## src/logic/mem_pkg.sv

```systemverilog
//////////////////////////////////////////////////
// Data memory geometry shared by the RTL and the testbench
// Four byte banks make up one 32-bit word
// SIZE encoding matches the core's two-bit size field
//////////////////////////////////////////////////

package mem_pkg;

    // Word width in bits
    parameter int DATA_WIDTH = 32;

    // One bank per byte lane
    parameter int NUM_BANKS  = 4;
    parameter int LANE_WIDTH = 2;

    typedef enum logic [1:0] {
        SIZE_NONE = 2'b00,
        SIZE_BYTE = 2'b01,
        SIZE_HALF = 2'b10,
        SIZE_WORD = 2'b11
    } access_size_e;

endpackage

```

## src/logic/lsu_pkg.sv

```systemverilog
//////////////////////////////////////////////////
// Load/store opcodes and load/store unit states
// Bit 3 of an opcode marks a store, bit 2 a zero-extended load
// Encodings not listed are reserved and never touch memory
//////////////////////////////////////////////////

package lsu_pkg;

    typedef enum logic [3:0] {
        OP_LB  = 4'b0000,
        OP_LH  = 4'b0001,
        OP_LW  = 4'b0010,
        OP_LBU = 4'b0100,
        OP_LHU = 4'b0101,
        OP_SB  = 4'b1000,
        OP_SH  = 4'b1001,
        OP_SW  = 4'b1010
    } lsu_op_e;

    typedef enum logic [1:0] {
        ST_IDLE   = 2'b00,
        ST_ACCESS = 2'b01,
        ST_LOAD   = 2'b10,
        ST_ACK    = 2'b11
    } lsu_state_e;

endpackage

```

## src/logic/byte_bank.sv

```systemverilog
//////////////////////////////////////////////////
// One byte-wide bank, 2**ROW_WIDTH rows
// Contents are not reset, only the read register
// Read returns old data when read and write hit one row
//////////////////////////////////////////////////

`timescale 1ns/100ps

module byte_bank #(
    parameter int ROW_WIDTH = 3
) (
    input  logic                 clk,
    input  logic                 i_rst,
    input  logic                 i_we,
    input  logic                 i_re,
    input  logic [ROW_WIDTH-1:0] i_waddr,
    input  logic [ROW_WIDTH-1:0] i_raddr,
    input  logic [7:0]           i_din,
    output logic [7:0]           o_dout
);

    logic [7:0] rows [2**ROW_WIDTH];

    always_ff @(posedge clk) begin
        if (i_we) begin
            rows[i_waddr] <= i_din;
        end
    end

    // Registered read, holds between read enables
    always_ff @(posedge clk) begin
        if (i_rst) begin
            o_dout <= 8'h00;
        end else if (i_re) begin
            o_dout <= rows[i_raddr];
        end
    end

endmodule

```

## src/logic/bank_steer.sv

```systemverilog
//////////////////////////////////////////////////
// Bank enables, rows and lane selects for one access
// Any byte address works, banks below the start bank
// take the next row and the last row wraps to zero
//////////////////////////////////////////////////

`timescale 1ns/100ps

module bank_steer import mem_pkg::*; #(
    parameter int ADDR_WIDTH = 5
) (
    input  logic                                             i_wen,
    input  access_size_e                                     i_size,
    input  logic [ADDR_WIDTH-1:0]                            i_waddr,
    input  logic [ADDR_WIDTH-1:0]                            i_raddr,
    output logic [NUM_BANKS-1:0]                             o_bank_we,
    output logic [NUM_BANKS-1:0][ADDR_WIDTH-LANE_WIDTH-1:0] o_wrow,
    output logic [NUM_BANKS-1:0][ADDR_WIDTH-LANE_WIDTH-1:0] o_rrow,
    output logic [NUM_BANKS-1:0][LANE_WIDTH-1:0]            o_lane_sel
);

    localparam int ROW_WIDTH = ADDR_WIDTH - LANE_WIDTH;

    logic [LANE_WIDTH-1:0] wstart;
    logic [LANE_WIDTH-1:0] rstart;
    logic [ROW_WIDTH-1:0]  wrow_base;
    logic [ROW_WIDTH-1:0]  rrow_base;
    logic [LANE_WIDTH:0]   num_bytes;

    assign wstart    = i_waddr[LANE_WIDTH-1:0];
    assign rstart    = i_raddr[LANE_WIDTH-1:0];
    assign wrow_base = i_waddr[ADDR_WIDTH-1:LANE_WIDTH];
    assign rrow_base = i_raddr[ADDR_WIDTH-1:LANE_WIDTH];

    always_comb begin
        case (i_size)
            SIZE_BYTE: num_bytes = (LANE_WIDTH + 1)'(1);
            SIZE_HALF: num_bytes = (LANE_WIDTH + 1)'(2);
            SIZE_WORD: num_bytes = (LANE_WIDTH + 1)'(NUM_BANKS);
            default:   num_bytes = '0;
        endcase
    end

    // Lane select is the bank's distance from the start bank
    always_comb begin
        for (int b = 0; b < NUM_BANKS; b++) begin
            o_lane_sel[b] = LANE_WIDTH'(b) - wstart;
            o_bank_we[b]  = i_wen && ({1'b0, o_lane_sel[b]} < num_bytes);
            o_wrow[b]     = (LANE_WIDTH'(b) < wstart) ? wrow_base + 1'b1 : wrow_base;
            o_rrow[b]     = (LANE_WIDTH'(b) < rstart) ? rrow_base + 1'b1 : rrow_base;
        end
    end

    always_comb begin
        assert final (i_wen || o_bank_we == '0)
            else $error("bank write enable without i_wen");
    end

endmodule

```

## src/logic/data_memory.sv

```systemverilog
//////////////////////////////////////////////////
// Byte-addressed data memory built from four banks
// Write in one cycle, read data valid the cycle after i_ren
// o_dout is zero whenever no read completed last cycle
// Memory contents are not reset or preloaded
//////////////////////////////////////////////////

`timescale 1ns/100ps

module data_memory import mem_pkg::*; #(
    parameter int ADDR_WIDTH = 5
) (
    input  logic                  clk,
    input  logic                  i_rst,
    input  logic                  i_wen,
    input  logic                  i_ren,
    input  access_size_e          i_size,
    input  logic [ADDR_WIDTH-1:0] i_waddr,
    input  logic [ADDR_WIDTH-1:0] i_raddr,
    input  logic [DATA_WIDTH-1:0] i_din,
    output logic [DATA_WIDTH-1:0] o_dout
);

    localparam int ROW_WIDTH = ADDR_WIDTH - LANE_WIDTH;

    logic [NUM_BANKS-1:0]                 bank_we;
    logic [NUM_BANKS-1:0][ROW_WIDTH-1:0]  bank_wrow;
    logic [NUM_BANKS-1:0][ROW_WIDTH-1:0]  bank_rrow;
    logic [NUM_BANKS-1:0][LANE_WIDTH-1:0] lane_sel;
    logic [NUM_BANKS-1:0][7:0]            bank_din;
    logic [NUM_BANKS-1:0][7:0]            bank_dout;

    logic                  rd_valid;
    logic [LANE_WIDTH-1:0] rstart_q;
    logic [DATA_WIDTH-1:0] rdata;

    bank_steer #(
        .ADDR_WIDTH (ADDR_WIDTH)
    ) u_bank_steer (
        .i_wen      (i_wen),
        .i_size     (i_size),
        .i_waddr    (i_waddr),
        .i_raddr    (i_raddr),
        .o_bank_we  (bank_we),
        .o_wrow     (bank_wrow),
        .o_rrow     (bank_rrow),
        .o_lane_sel (lane_sel)
    );

    // Each bank takes the data byte its lane select points at
    always_comb begin
        for (int b = 0; b < NUM_BANKS; b++) begin
            bank_din[b] = i_din[8*lane_sel[b] +: 8];
        end
    end

    for (genvar b = 0; b < NUM_BANKS; b++) begin : g_bank
        byte_bank #(
            .ROW_WIDTH (ROW_WIDTH)
        ) u_byte_bank (
            .clk     (clk),
            .i_rst   (i_rst),
            .i_we    (bank_we[b]),
            .i_re    (i_ren),
            .i_waddr (bank_wrow[b]),
            .i_raddr (bank_rrow[b]),
            .i_din   (bank_din[b]),
            .o_dout  (bank_dout[b])
        );
    end

    always_ff @(posedge clk) begin
        if (i_rst) begin
            rd_valid <= 1'b0;
        end else begin
            rd_valid <= i_ren;
        end
    end

    // Start bank of the read in flight
    always_ff @(posedge clk) begin
        if (i_ren) begin
            rstart_q <= i_raddr[LANE_WIDTH-1:0];
        end
    end

    // Byte k of the result comes from bank start+k
    always_comb begin
        for (int k = 0; k < NUM_BANKS; k++) begin
            rdata[8*k +: 8] = bank_dout[LANE_WIDTH'(rstart_q + k)];
        end
    end

    assign o_dout = rd_valid ? rdata : '0;

    a_no_wr_rd_overlap: assert property (
        @(posedge clk) disable iff (i_rst) !(i_wen && i_ren)
    ) else $error("write and read requested in the same cycle");

endmodule

```

## src/logic/load_store_unit.sv

```systemverilog
//////////////////////////////////////////////////
// Load/store unit with a four-phase req/ack handshake
// One request at a time, inputs held until o_ack
// Store acks 2 cycles after req is taken, load 3 cycles
// Reserved opcodes ack with zero and skip memory
//////////////////////////////////////////////////

`timescale 1ns/100ps

module load_store_unit import mem_pkg::*, lsu_pkg::*; #(
    parameter int ADDR_WIDTH = 5
) (
    input  logic                  clk,
    input  logic                  i_rst,
    input  logic                  i_req,
    input  lsu_op_e               i_op,
    input  logic [ADDR_WIDTH-1:0] i_addr,
    input  logic [DATA_WIDTH-1:0] i_wdata,
    input  logic [DATA_WIDTH-1:0] i_mem_rdata,
    output logic                  o_ack,
    output logic [DATA_WIDTH-1:0] o_rdata,
    output logic                  o_mem_wen,
    output logic                  o_mem_ren,
    output access_size_e          o_mem_size,
    output logic [ADDR_WIDTH-1:0] o_mem_addr,
    output logic [DATA_WIDTH-1:0] o_mem_wdata
);

    lsu_state_e            state;
    lsu_op_e               op_q;
    logic [ADDR_WIDTH-1:0] addr_q;
    logic [DATA_WIDTH-1:0] wdata_q;

    access_size_e acc_size;
    logic         op_is_load;
    logic         op_is_store;

    function automatic logic [DATA_WIDTH-1:0] extend_load(
        input lsu_op_e               op,
        input logic [DATA_WIDTH-1:0] raw
    );
        logic [DATA_WIDTH-1:0] res;
        case (op)
            OP_LB:   res = {{(DATA_WIDTH-8){raw[7]}}, raw[7:0]};
            OP_LH:   res = {{(DATA_WIDTH-16){raw[15]}}, raw[15:0]};
            OP_LBU:  res = {{(DATA_WIDTH-8){1'b0}}, raw[7:0]};
            OP_LHU:  res = {{(DATA_WIDTH-16){1'b0}}, raw[15:0]};
            OP_LW:   res = raw;
            default: res = '0;
        endcase
        return res;
    endfunction

    // Opcode decode
    always_comb begin
        case (op_q)
            OP_LB, OP_LBU, OP_SB: acc_size = SIZE_BYTE;
            OP_LH, OP_LHU, OP_SH: acc_size = SIZE_HALF;
            OP_LW, OP_SW:         acc_size = SIZE_WORD;
            default:              acc_size = SIZE_NONE;
        endcase
    end

    assign op_is_load  = op_q inside {OP_LB, OP_LH, OP_LW, OP_LBU, OP_LHU};
    assign op_is_store = op_q inside {OP_SB, OP_SH, OP_SW};

    // Request is latched when taken
    always_ff @(posedge clk) begin
        if (state == ST_IDLE && i_req) begin
            op_q    <= i_op;
            addr_q  <= i_addr;
            wdata_q <= i_wdata;
        end
    end

    always_ff @(posedge clk) begin
        if (i_rst) begin
            state <= ST_IDLE;
            o_ack <= 1'b0;
        end else begin
            case (state)
                ST_IDLE: begin
                    if (i_req) begin
                        state <= ST_ACCESS;
                    end
                end
                ST_ACCESS: begin
                    state <= op_is_load ? ST_LOAD : ST_ACK;
                end
                ST_LOAD: begin
                    state <= ST_ACK;
                end
                ST_ACK: begin
                    // Ack holds until the requester drops req
                    if (o_ack && !i_req) begin
                        o_ack <= 1'b0;
                        state <= ST_IDLE;
                    end else begin
                        o_ack <= 1'b1;
                    end
                end
                default: begin
                    state <= ST_IDLE;
                end
            endcase
        end
    end

    // Stores and reserved opcodes return zero
    always_ff @(posedge clk) begin
        if (state == ST_ACCESS) begin
            o_rdata <= '0;
        end else if (state == ST_LOAD) begin
            o_rdata <= extend_load(op_q, i_mem_rdata);
        end
    end

    assign o_mem_wen   = (state == ST_ACCESS) && op_is_store;
    assign o_mem_ren   = (state == ST_ACCESS) && op_is_load;
    assign o_mem_size  = (o_mem_wen || o_mem_ren) ? acc_size : SIZE_NONE;
    assign o_mem_addr  = addr_q;
    assign o_mem_wdata = wdata_q;

    a_no_ack_in_idle: assert property (
        @(posedge clk) disable iff (i_rst) state == ST_IDLE |-> !o_ack
    ) else $error("o_ack high in ST_IDLE");

endmodule

```

## src/logic/dmem_top.sv

```systemverilog
//////////////////////////////////////////////////
// Load/store unit in front of the byte-banked data memory
// ADDR_WIDTH is the byte-address width, at least 3
//////////////////////////////////////////////////

`timescale 1ns/100ps

module dmem_top import mem_pkg::*, lsu_pkg::*; #(
    parameter int ADDR_WIDTH = 5
) (
    input  logic                  clk,
    input  logic                  i_rst,
    input  logic                  i_req,
    input  lsu_op_e               i_op,
    input  logic [ADDR_WIDTH-1:0] i_addr,
    input  logic [DATA_WIDTH-1:0] i_wdata,
    output logic                  o_ack,
    output logic [DATA_WIDTH-1:0] o_rdata
);

    logic                  mem_wen;
    logic                  mem_ren;
    access_size_e          mem_size;
    logic [ADDR_WIDTH-1:0] mem_addr;
    logic [DATA_WIDTH-1:0] mem_wdata;
    logic [DATA_WIDTH-1:0] mem_rdata;

    load_store_unit #(
        .ADDR_WIDTH (ADDR_WIDTH)
    ) u_load_store_unit (
        .clk         (clk),
        .i_rst       (i_rst),
        .i_req       (i_req),
        .i_op        (i_op),
        .i_addr      (i_addr),
        .i_wdata     (i_wdata),
        .i_mem_rdata (mem_rdata),
        .o_ack       (o_ack),
        .o_rdata     (o_rdata),
        .o_mem_wen   (mem_wen),
        .o_mem_ren   (mem_ren),
        .o_mem_size  (mem_size),
        .o_mem_addr  (mem_addr),
        .o_mem_wdata (mem_wdata)
    );

    // Same address serves both ports
    data_memory #(
        .ADDR_WIDTH (ADDR_WIDTH)
    ) u_data_memory (
        .clk     (clk),
        .i_rst   (i_rst),
        .i_wen   (mem_wen),
        .i_ren   (mem_ren),
        .i_size  (mem_size),
        .i_waddr (mem_addr),
        .i_raddr (mem_addr),
        .i_din   (mem_wdata),
        .o_dout  (mem_rdata)
    );

endmodule

```

## config.mk

```make
export PLATFORM = sky130hd
export DESIGN_NAME = dmem_top
export DESIGN_NICKNAME = d
export VERILOG_FILES = /design/src/logic/mem_pkg.sv /design/src/logic/lsu_pkg.sv /design/src/logic/byte_bank.sv /design/src/logic/bank_steer.sv /design/src/logic/data_memory.sv /design/src/logic/load_store_unit.sv /design/src/logic/dmem_top.sv
export SDC_FILE = /design/constraint.sdc
export NUM_CORES = 1
export LEC_CHECK = 0
export BUFFER_PORTS_ARGS = -buffer_cell sky130_fd_sc_hd__buf_2
export CORE_ASPECT_RATIO = 2
export CORE_MARGIN = 2
export CORE_UTILIZATION = 60
export DETAILED_ROUTE_END_ITERATION = 8
export HOLD_SLACK_MARGIN = 0.02
export PLACE_DENSITY_LB_ADDON = 0.05
export SETUP_SLACK_MARGIN = 0.05
export SYNTH_ARGS = -nofsm -noshare
export SYNTH_HDL_FRONTEND = slang
export SYNTH_HIERARCHICAL = 1
export SYNTH_SLANG_ARGS = --single-unit
```

## constraint.sdc

```tcl
create_clock -name clk -period 7.66 [get_ports clk]
set_input_delay 0.383 -clock clk [delete_from_list [all_inputs] [get_ports clk]]
set_output_delay 0.383 -clock clk [all_outputs]
set_load 0.02 [all_outputs]
```

==> results of run 1 <==
stage by stage:
step / util / hold slack [ns] / setup slack, ns / power (mW)
after global routing: 0.677 / 0.191 / 3.09 / 5.76
after global placement: 0.621 / 0.434 / 3.61 / 3.87
final: 0.677 / 0.188 / 3.38 / 5.56
after detailed placement: 0.621 / 0.440 / 3.46 / 3.89
after CTS: 0.677 / 0.172 / 3.44 / 5.59
after floorplan: - / 0.455 / 4.62 / 3.56
routing by layer:
layer	vias up	share of wire
li1	4412	-
met1	4623	0.35
met2	265	0.57
met3	97	0.033
met4	0	0.051
met5	-	0
registers in the layout, indices dropped and copies added, names as in the netlist:
register and flops:
u_load_store_unit/acc_size 2, u_load_store_unit/o_ack 1, u_load_store_unit/op_q 4, u_load_store_unit/o_rdata 32, u_data_memory/rd_valid 1, u_data_memory/g_bank.u_byte_bank/o_dout 32
u_data_memory/rstart_q 2, u_load_store_unit/o_mem_addr 5, u_load_store_unit/state 2, u_load_store_unit/o_mem_wdata 32, u_data_memory/g_bank.u_byte_bank/rows 256
layout by cell type, fill, tap and decap left out, types with 7 or more instances in the layout:
cell type / count
inv_1: 10
o22ai_2: 10
edfxtp_1: 299
a211oi_1: 25
xnor2_1: 7
nor3_1: 8
nor2_1: 76
buf_2: 76
o21ai_2: 10
a2bb2oi_1: 7
nand2_1: 41
bufinv_16: 8
mux2i_1: 118
mux2_2: 67
o21ai_0: 17
clkbuf_16: 31
a21oi_1: 36
a211oi_2: 8
nor2b_1: 15
buf_4: 12
dlygate4sd3_1: 41
o22ai_1: 50
ha_1: 13
dfxtp_1: 70
mux4_2: 32
nand2b_1: 22
a221o_1: 28
critical path, delay by kind of cell, from the launching register on:
family	cells	cell delay, ns
compound gates	1	0.21
fa+ha+maj	2	1.00
buf+inv	3	1.13
flops	1	0.32
simple gates	3	1.21
power groups by stage:
stage	clock [mW]	combinational, mW	sequential (mW)
3_5_place_dp	0	1.31	2.59
3_3_place_gp	0	1.29	2.58
6_report	1.69	1.32	2.55
2_1_floorplan	0	1.03	2.53
4_1_cts	1.72	1.33	2.54
5_1_grt	1.79	1.42	2.55
final timing paths:
path                                                                start                                                        to  slack (ns)  depth (start not counted)
worst max-delay path            u_load_store_unit/o_mem_addr[0]$_DFFE_PN_  u_data_memory/g_bank[2].u_byte_bank/rows[4][4]$_DFFE_PP_        3.38                          9
worst min-delay path                                                i_req                      u_load_store_unit/o_ack$_SDFFE_PP0N_        0.19                          4
worst max register to register  u_load_store_unit/o_mem_addr[0]$_DFFE_PN_  u_data_memory/g_bank[2].u_byte_bank/rows[4][4]$_DFFE_PP_        3.38                          9
worst min register to register  u_load_store_unit/o_rdata[9]$_SDFFE_PP0N_                 u_load_store_unit/o_rdata[9]$_SDFFE_PP0N_        0.45                          2
cell families after synthesis:
logic type	after synthesis	synth area share
mux	220	0.164
compound gates	209	0.0945
flops	369	0.629
buf+inv	92	0.0428
simple gates	183	0.0537
fa+ha+maj	13	0.00986
xor+xnor	12	0.00637
synth_stat cells (all sizes together):
cell type  number  area, µm²
a2bb2oi         7       61.3
mux2i         118       1180
and2b           1       7.51
mux2           70        796
clkbuf         20       85.1
nor3b           5       53.8
nor2           78        295
mux4           32        721
a211oi         33        288
nor3            8       40.0
xnor2           9       78.8
o31a            2       17.5
a22o            2       17.5
and2            2       12.5
o21ai          31        193
nand2          45        179
xor2            3       26.3
a21oi          36        180
and3b           1       8.76
o22ai          60        438
nor4            1       12.5
o211a           1       10.0
nor2b          15       93.8
inv            10       37.5
edfxtp        299       8980
o221ai          4       35.0
nand2b         24        165
a22oi           4       30.0
buf            62        583
nand3           2       10.0
a221o          28        280
ha             13        163
dfxtp          70       1400
a221oi          1       8.76
nand3b          1       7.51
layout make-up:
type | count | area [µm²] | area share
repair buffers | 129 | 881 | 0.0482
multi-input cells | 637 | 5450 | 0.298
inverters | 10 | 37.5 | 0.00205
well taps | 348 | 435 | 0.0238
clock buffers | 37 | 798 | 0.0437
clock inverters | 18 | 293 | 0.0160
flip-flops and latches | 369 | 10400 | 0.568
==> summary.md, run 1 <==
| Metric | Value |
|---|---|
| Clock Tree Buf Depth | 3 |
| WP data required | between 7 and 8 ns |
| Layout Area Growth over Synthesis | 10.8% |
| Crit path DAT | between 4 and 5 ns |
| Met2 Resource Use GR | 0.507 |
| Overflow after GRT | 0 |
| CP max-delay cell | nor3_1 |
| H-Tree Depth | 1 |
| DRT iter0 DRCs | about 530 |
| Syn Nets | 1155 |
| CTS root buf | clkbuf_16 |
| CP max FO | 26 |
| Critical-path cell list | buf_4 -> inv_1 -> ha_1 -> inv_1 -> ha_1 -> nor3b_1 -> o31a_1 -> nand2_1 -> nor3_1 |
| Final Slew Violations | 0 |
| Row cnt | 85 |
| Placed Area | approximately 0.017 mm² |
| Mapped cell area | around 0.016 mm² |
| Clock transition at the registers of the reported paths | around 0.07 ns |
| Net switching power | 1.62 mW |
| IO Count | 77 |
| Crit. End Element | flip-flop |
| Min Tclk post-route | between 4 and 5 ns |
| Largest net degree at the start of global routing | 68 |
| DIE HEIGHT | roughly 240 µm |
| Yosys warns | 6 |
| CP max stage delay | ~0.86 ns |
| Vias in the first global route | 9693 |
| Num CTS Buffers | 31 |
| Fmax | 234 MHz |
| Core area | around 0.027 mm² |
| GPL Wtd Cong | 0.927 |
| Slew margin rel. | 0.183 |
| Hpwl dp | 26400 µm |
| Met3 usage | 0.0241 |
| Leak Pwr | 6.31 nW |
| WS Path Type | flip-flop to flip-flop |
| Switch share | 0.291 |
| Hold Fails Final Rpt | 0 |
| Vias after detailed routing | 9397 |
| Period Utilization, post-route | 0.558 |
| CTS tree | yes |
| IR drop worst, VDD | between 200 and 250 µV |
| Share of post-route cells with drive strength above 1 | 0.231 |
| Number of port buffers | 76 |
| Clk sinks | roughly 370 |
| Number of fill cells in the layout | around 1900 |
| Wire per inst | 23.7 µm |
| Hold Path Class | input port to flip-flop |
| Internal power | between 3 and 4 mW |
| Placed cell count | 1452 |
| Final setup viols | 0 |
| Total track usage | 0.259 |
| Clk network pwr share | 0.304 |
| Synthesized instance count | about 1100 |
| Worst Setup Start Kind | flip-flop |
| Clock Latency Late Sink | between 0.5 and 0.6 ns |
| Met1 usage | 0.269 |
| Post-CTS Setup Bufs | 0 |
| Yosys reg bits | between 300 and 400 |
| Die Area | ~0.029 mm² |
| # hold bufs at CTS | between 40 and 50 |
| DRC viols | 0 |
| Max-Cap Viols | 0 |
| Power share of the combinational group | 0.238 |
| Fin cells | around 1500 |
| Drt pass-1 iters | 5 |
| First-pass GRT wire length | roughly 55000 µm |
| Post-route ant nets | 0 |
| P per Cell Area | just over 300 mW/mm² |
| Setup TNS | 0 ns |
| Post-route cell area | ~0.018 mm² |
| Die X | ~120 µm |
| Average size of a mapped cell | approximately 15 µm² |
| Netlist cell types | between 50 and 60 |
| Sequential power share | 0.458 |
| Initial antenna violation count | 0 |
| # resized after CTS | 0 |
| RSZ-0062 raised after global routing | no |
| Starting Density | 0.611 |
| Final #Nets | about 1200 |
| Register area share after synthesis | 0.629 |
| GR peak layer | met2 |
| Number of diodes | 0 |
| WL final | 36800 µm |
| Outcome | finished clean |
| Via density | roughly 6 |
| Worst-Margin Slew | 1.22 ns |
| Clock skew | around 0.012 ns |
No activity file was read; power rests on OpenSTA's default activity.
==> inputs of run 2 (changes only) <==
- CORE_UTILIZATION: 60 -> 56
- clock period: 7.66 -> 3.9 ns (I/O delays scaled with it)
==> summary.md, run 2 (synthesis results as in run 1) <==
| Metric | Value |
|---|---|
| Hold Path Class | input port to flip-flop |
| Hold Path End | u_load_store_unit/o_ack$_SDFFE_PP0N_ |
| Clock transition at the registers of the reported paths | 0.06 ns (about the same) |
| Min Tclk post-route | 3.23 ns (-1.05 ns) |
| DRC viols | 0 (unchanged) |
| Cell mode on critical path | nor2_1 |
| WS Path Type | flip-flop to flip-flop |
| Crit. End Element | flip-flop |
| CP max stage delay | 0.67 ns (-0.19 ns) |
| Die X | 125 µm (+3.4%) |
| Period Utilization, post-route | 0.827 (+0.269) |
| H-Tree Depth | 2 (+1) |
| P per Cell Area | 590 mW/mm² (+94%) |
| Worst r2r path cells | 9 (unchanged) |
| Setup TNS | 0 ns (unchanged) |
| Most common cell after layout, fill and taps aside | edfxtp_1 |
| Crit path DAT | 3.38 ns (-1.09 ns) |
| Reg-to-reg slack, setup | 0.67 ns (-2.71 ns) |
| Share of post-route cells with drive strength above 1 | 0.240 (+0.00953) |
| Worst reg2reg path endpoint | u_data_memory/g_bank[2].u_byte_bank/rows[5][5]$_DFFE_PP_ |
| Max-Cap Viols | 0 (unchanged) |
| Biggest register | u_data_memory/g_bank.u_byte_bank/rows |
| Wire per inst | 23.8 µm (+0.35%) |
| Vias in the first global route | 9614 (-0.82%) |
| Initial antenna violation count | 0 (unchanged) |
| CP max FO | 14 (-46%) |
| Max reg flops | 256 (unchanged) |
| Pwr Total | 10.8 mW (+95%) |
| Core area | 0.0290 mm² (+7.2%) |
| GPL Wtd Cong | 0.854 (-7.9%) |
| Drt pass-1 iters | 5 (unchanged) |
| Hold_sp | i_req |
| IR drop worst, VDD | 584 µV (+150%) |
| Layout Area Growth over Synthesis | 11.4% |
| Die Area | 0.0309 mm² (+7.0%) |
| Clock Latency Late Sink | 0.52 ns (-0.06 ns) |
| Post-route ant nets | 0 (unchanged) |
| Final setup viols | 0 (unchanged) |
| Via density | 5.94 (-2.1%) |
| WP data required | 4.05 ns (-3.80 ns) |
| # resized after CTS | 0 (unchanged) |
| Fmax | 310 MHz (+33%) |
| CP max-delay cell | edfxtp_1 |
| Hpwl dp | 27400 µm (+3.7%) |
| DRT iter0 DRCs | 601 (+13%) |
| Largest net degree at the start of global routing | 68 (unchanged) |
| Number of diodes | 0 (unchanged) |
| Slew margin rel. | 0.302 (+0.119) |
| Row cnt | 88 (+3.5%) |
| Outcome | finished clean |
| Clock skew | 0.0103 ns (-0.00158 ns) |
| Number of port buffers | 76 (unchanged) |
| Most frequent cells in the layout | edfxtp_1, mux2i_1, buf_2, nor2_1, dfxtp_1 |
| Worst Path Buf+Inv | 0 (-3) |
| Starting Density | 0.570 (-0.0410) |
| Critical-path cell list | a21oi_1 -> o21ai_0 -> nor2_1 -> nand2b_1 -> ha_1 -> nor3b_1 -> o31a_1 -> nand2_1 -> nor2_1 |
| Clock Tree Buf Depth | 3 (unchanged) |
| Worst-Margin Slew | 1.05 ns (-0.171 ns) |
| FF-to-FF Start | u_load_store_unit/op_q[1]$_DFFE_PN_ |
| CTS root buf | clkbuf_16 |
| Final Slew Violations | 0 (unchanged) |
| First-pass GRT wire length | 56700 µm (+2.4%) |
| Total track usage | 0.247 (-0.0120) |
| Overflow after GRT | 0 (unchanged) |
| Leak Pwr | 6.36 nW (+0.86%) |
| Vias after detailed routing | 9383 (-0.15%) |
| Worst Hold Path Cells | 4 (unchanged) |
| Final #Nets | 1253 (+1.5%) |
| Num CTS Buffers | 34 (+9.7%) |
| DIE HEIGHT | 247 µm (+3.5%) |
| Clk sinks | 369 (unchanged) |
| Hold Fails Final Rpt | 0 (unchanged) |
| CTS tree | yes |
| CP delay by family, top | simple AND/OR/NAND/NOR gates |
| WL final | 37600 µm (+2.4%) |
| Worst Setup Start Kind | flip-flop |
| RSZ-0062 raised after global routing | no |
| IO Count | 77 (unchanged) |
## run 2: cell types whose count changed in the layout (fill, tap and decap cells not counted), sizes merged
cell      before  now
buf           88  103
clkbuf        37   49
bufinv         8    2
clkinv         9    5
clkinvlp       0    2
## run 2: metrics by stage
step | util | setup slack, ns | cells | cell area [µm²] | hold slack (ns)
2_1_floorplan | - | 0.861 | 1098 | 16500 | 0.267
3_3_place_gp | 0.584 | 0.802 | 1479 | 16900 | 0.371
3_5_place_dp | 0.584 | 0.719 | 1479 | 16900 | 0.373
4_1_cts | 0.634 | 0.716 | 1579 | 18400 | 0.0485
5_1_grt | 0.634 | 0.497 | 1579 | 18400 | 0.126
6_report | 0.634 | 0.673 | 1579 | 18400 | 0.0612
## run 2: what timing repair did
action	CTS	global route
endpoints found under the setup margin	0	0
buffers inserted	0	0
endpoints found under the hold margin	41	0
hold buffers	41	0
## run 2: worst register-to-register path: cells and delay by family (launching register included)
kind / cells / cell delay (ns)
adder cells (fa/ha/maj): 1 / 0.21
flip-flops: 1 / 0.67
AO/OA/AOI/OAI: 3 / 0.67
AND/OR/NAND/NOR: 5 / 1.31
## run 2: cell type report
class | instances | area, µm²
Inverter | 10 | 37.5
Sequential cell | 369 | 10400
Tap cell | 360 | 450
Multi-Input combinational cell | 637 | 5450
Timing Repair Buffer | 144 | 993
Clock buffer | 49 | 948
Fill cell | 2175 | 10600
Clock inverter | 10 | 108
## run 2: worst max-delay path by stage
stage,start,endpoint,slack [ns],depth (start not counted)
2_1_floorplan,u_load_store_unit/state[0]$_SDFFE_PP0P_,u_load_store_unit/acc_size[1]$_DFF_P_,0.86,9
3_3_place_gp,u_load_store_unit/op_q[1]$_DFFE_PN_,u_data_memory/g_bank[2].u_byte_bank/rows[3][5]$_DFFE_PP_,0.80,9
3_5_place_dp,u_load_store_unit/op_q[1]$_DFFE_PN_,u_data_memory/g_bank[2].u_byte_bank/rows[6][6]$_DFFE_PP_,0.72,9
4_1_cts,u_load_store_unit/op_q[1]$_DFFE_PN_,u_data_memory/g_bank[2].u_byte_bank/rows[7][6]$_DFFE_PP_,0.72,9
5_1_grt,u_load_store_unit/op_q[1]$_DFFE_PN_,u_data_memory/g_bank[0].u_byte_bank/rows[6][7]$_DFFE_PP_,0.50,9
6_report,u_load_store_unit/op_q[1]$_DFFE_PN_,u_data_memory/g_bank[2].u_byte_bank/rows[5][5]$_DFFE_PP_,0.67,9
## run 2: per-layer routing
metal	vias up	global-route usage	share of wire	routed length, µm
li1	4456	-	-	-
met1	4597	0.253	0.35	13200
met2	248	0.487	0.57	21400
met3	82	0.0286	0.030	1130
met4	0	0.119	0.051	1930
met5	-	0	0	0
## run 2: report_power, final
part	internal (mW)	total, mW	switching, mW	leakage [nW]
clock	1.83	3.19	1.36	0.510
sequential	4.76	4.99	0.229	3.27
combinational	1.01	2.65	1.64	2.58
==> inputs of run 3 (changes only) <==
- ABC_AREA: default -> 1
- CORE_UTILIZATION: 56 -> 60
- clock period: 3.9 -> 3 ns (I/O delays scaled with it)
==> summary.md, run 3 <==
| Metric | Value |
|---|---|
| Mapped cell area | 0.0184 mm² (+12%) |
| CP max FO | 8 (-6) |
| Final #Nets | 2332 (+86%) |
| Most common cell after layout, fill and taps aside | nand2_1 |
| Hpwl dp | 32500 µm (+19%) |
| P per Cell Area | 791 mW/mm² (+34%) |
| WL final | 44200 µm (+18%) |
| Starting Density | 0.611 (+0.0412) |
| DIE HEIGHT | 252 µm (+2.1%) |
| Pwr Total | 16.3 mW (+51%) |
| Clock Latency Late Sink | 0.54 ns (+0.02 ns) |
| Setup TNS | 0 ns (unchanged) |
| DRC viols | 0 (unchanged) |
| Yosys reg bits | 369 (unchanged) |
| Post-CTS Setup Bufs | 0 (unchanged) |
| Crit path DAT | 2.92 ns (-0.46 ns) |
| Number of fill cells in the layout | 2438 (+12%) |
| Leading area contributor after synthesis | edfxtp_1 |
| Top cell type's share of synthesized area | 0.487 (-0.0572) |
| Average size of a mapped cell | 8.48 µm² (-44%) |
| Most frequent cells in the layout | nand2_1, inv_1, edfxtp_1, nand3_1, o21ai_0 |
| Total track usage | 0.282 (+0.0353) |
| CTS tree | yes |
| Core area | 0.0302 mm² (+4.2%) |
| Power share of the combinational group | 0.341 (+0.096) |
| Register area share after synthesis | 0.563 (-0.0662) |
| Num CTS Buffers | 34 (unchanged) |
| Number of port buffers | 76 (unchanged) |
| Sequential Area | 0.0104 mm² (unchanged) |
| Ys async rst share | 0 (unchanged) |
| WP data required | 3.21 ns (-0.84 ns) |
| IR drop worst, VDD | 738 µV (+26%) |
| Drt pass-1 iters | 7 (+2) |
| Internal power | 10.1 mW (+33%) |
| Initial antenna violation count | 0 (unchanged) |
| Clock skew | 0.0197 ns (+0.00943 ns) |
| Hold Fails Final Rpt | 0 (unchanged) |
| H-Tree Depth | 2 (unchanged) |
| Biggest register | u_data_memory/g_bank.u_byte_bank/rows |
| Worst Setup Start Kind | flip-flop |
| Netlist cell types | 27 (-48%) |
| Area contributors post-synth | edfxtp_1, nand2_1, dfxtp_1, inv_1, nand3_1 |
| Vias in the first global route | 13572 (+41%) |
| Worst Hold Path Cells | 2 (-2) |
| Worst-Margin Slew | 0.892 ns (-0.153 ns) |
| Row cnt | 90 (+2.3%) |
| Clk network pwr share | 0.251 (-0.043) |
| Crit. End Element | flip-flop |
| Final Slew Violations | 0 (unchanged) |
| Slew margin rel. | 0.404 (+0.102) |
| Die Area | 0.0322 mm² (+4.2%) |
| RSZ-0062 raised after global routing | no |
| Post-synth EDFFs | 299 (unchanged) |
| Top FF cell, synth | edfxtp_1 |
| WS Path Type | flip-flop to flip-flop |
| Clock transition at the registers of the reported paths | 0.07 ns (about the same) |
| IO Count | 77 (unchanged) |
| Share of post-route cells with drive strength above 1 | 0.119 (-0.121) |
| Vias after detailed routing | 13915 (+48%) |
| Synth cell count leaders | nand2_1, inv_1, edfxtp_1 |
| Outcome | finished clean |
| Leak Pwr | 9.48 nW (+49%) |
| DP Worst Slack | 0.125 ns (-0.594 ns) |
| Switch share | 0.381 (+0.0827) |
| Max-Cap Viols | 0 (unchanged) |
| Sequential power share | 0.408 (-0.053) |
| Overflow after GRT | 0 (unchanged) |
| Number of diodes | 0 (unchanged) |
| Worst r2r path cells | 14 (+5) |
| DRT iter0 DRCs | 937 (+56%) |
| Yosys warns | 6 (unchanged) |
| Hold Path Class | input port to flip-flop |
| Clock Tree Buf Depth | 3 (unchanged) |
| Post-route cell area | 0.0207 mm² (+12%) |
| Post-route ant nets | 0 (unchanged) |
| Wire per inst | 16.6 µm (-30%) |
| First-pass GRT wire length | 69100 µm (+22%) |
| Max reg flops | 256 (unchanged) |
| Layout Area Growth over Synthesis | 12.1% |
| CTS root buf | clkbuf_16 |
| Synthesized instance count | 2173 (+98%) |
| Placed Area | 0.0191 mm² (+13%) |
| Syn Nets | 2230 (+93%) |
| Final setup viols | 0 (unchanged) |
| Multi-input gate area | 0.00605 mm² (+11%) |
| Count leader, synth | nand2_1 |
| Period Utilization, post-route | 0.904 (+0.0767) |
| Net switching power | 6.23 mW (+93%) |
| Clk sinks | 369 (unchanged) |
| GPL Wtd Cong | 0.954 (+12%) |
| Fmax | 369 MHz (+19%) |
| Largest net degree at the start of global routing | 68 (unchanged) |
| Die X | 128 µm (+2.1%) |
| Min Tclk post-route | 2.71 ns (-0.515 ns) |
| Via density | 5.22 (-12%) |
| Post-route worst setup slack | 0.288 ns (-0.385 ns) |
## run 3: cell types whose count changed in the layout (fill, tap and decap cells not counted), moves of 18 or more
cell,previous run,this run
mux4_2,32,0
o21ai_0,17,114
nor2_4,1,19
inv_1,10,368
mux2i_1,118,0
nand2_1,41,723
mux2_2,67,0
nand2b_1,22,0
o22ai_1,50,0
a211oi_1,25,0
a21oi_2,0,27
nand3_1,2,243
a221o_1,28,0
buf_4,27,55
## run 3: power by group through the flow
stage / Sequential (mW) / Clock, mW / Combinational (mW)
after floorplan: 6.67 / 0 / 3.94
after global placement: 6.76 / 0 / 5.42
after detailed placement: 6.77 / 0 / 5.48
after CTS: 6.66 / 4.19 / 5.54
after global routing: 6.70 / 4.36 / 6.19
final: 6.66 / 4.11 / 5.57
## run 3: final timing paths
| kind | start | end | slack [ns] |
|---|---|---|---|
| worst max-delay path | u_load_store_unit/op_q[1]$_DFFE_PN_ | u_data_memory/g_bank[2].u_byte_bank/rows[1][1]$_DFFE_PP_ | 0.29 |
| worst max register to register | u_load_store_unit/op_q[1]$_DFFE_PN_ | u_data_memory/g_bank[2].u_byte_bank/rows[1][1]$_DFFE_PP_ | 0.29 |
| worst min register to register | u_load_store_unit/o_rdata[7]$_SDFFE_PP0N_ | u_load_store_unit/o_rdata[7]$_SDFFE_PP0N_ | 0.46 |
| worst min-delay path | i_wdata[27] | u_load_store_unit/o_mem_wdata[27]$_DFFE_PN_ | 0.31 |
## run 3: through the flow
step                      instances  hold slack [ns]  utilization
after floorplan                2173            0.219            -
after global placement         2564            0.326        0.634
after detailed placement       2564            0.328        0.634
after CTS                      2667            0.299        0.683
after global routing           2667            0.312        0.684
final                          2667            0.313        0.684
## run 3: cell type report
cell class / count / share of cell area
timing repair buffer: 175 / 0.0602
clock inverter: 21 / 0.00769
inverter: 382 / 0.0706
sequential: 369 / 0.503
clock buffer: 39 / 0.0436
tap: 368 / 0.0223
multi-input combinational: 1313 / 0.293
## run 3: what timing repair did
action,in CTS,in global routing
gates resized for setup,0,10
endpoints found under the setup margin,0,144
hold buffers,43,0
hold endpoints to repair,45,0
## run 3: routing by layer
metal	GRT usage	vias to the layer above	wire (µm)
li1	-	7040	-
met1	0.281	6356	15400
met2	0.545	378	24400
met3	0.0305	141	1610
met4	0.170	0	2860
met5	0	-	0
## run 3: cells by family (layout without fill, tap and decap cells)
| group | count (synthesis) | after routing | synth area share |
|---|---|---|---|
| adder cells (fa/ha/maj) | 13 | 13 | 0.00882 |
| buffers and inverters | 491 | 617 | 0.120 |
| AO/OA/AOI/OAI | 194 | 194 | 0.0580 |
| AND/OR/NAND/NOR | 1099 | 1099 | 0.247 |
| flip-flops | 369 | 369 | 0.563 |
| XOR/XNOR | 7 | 7 | 0.00333 |
## run 3: critical path, cell delays in order, from the launching register on
cell and delay [ns]:
edfxtp_1 0.44, inv_2 0.17, nand2_1 0.14, a21oi_4 0.19, nor2_2 0.08, nor2_1 0.15
nand2_1 0.13, ha_1 0.29, inv_1 0.05, a21oi_1 0.03, nand2_1 0.05, nand2_1 0.07
nor2_4 0.17, nand2_4 0.13, nor2_4 0.28
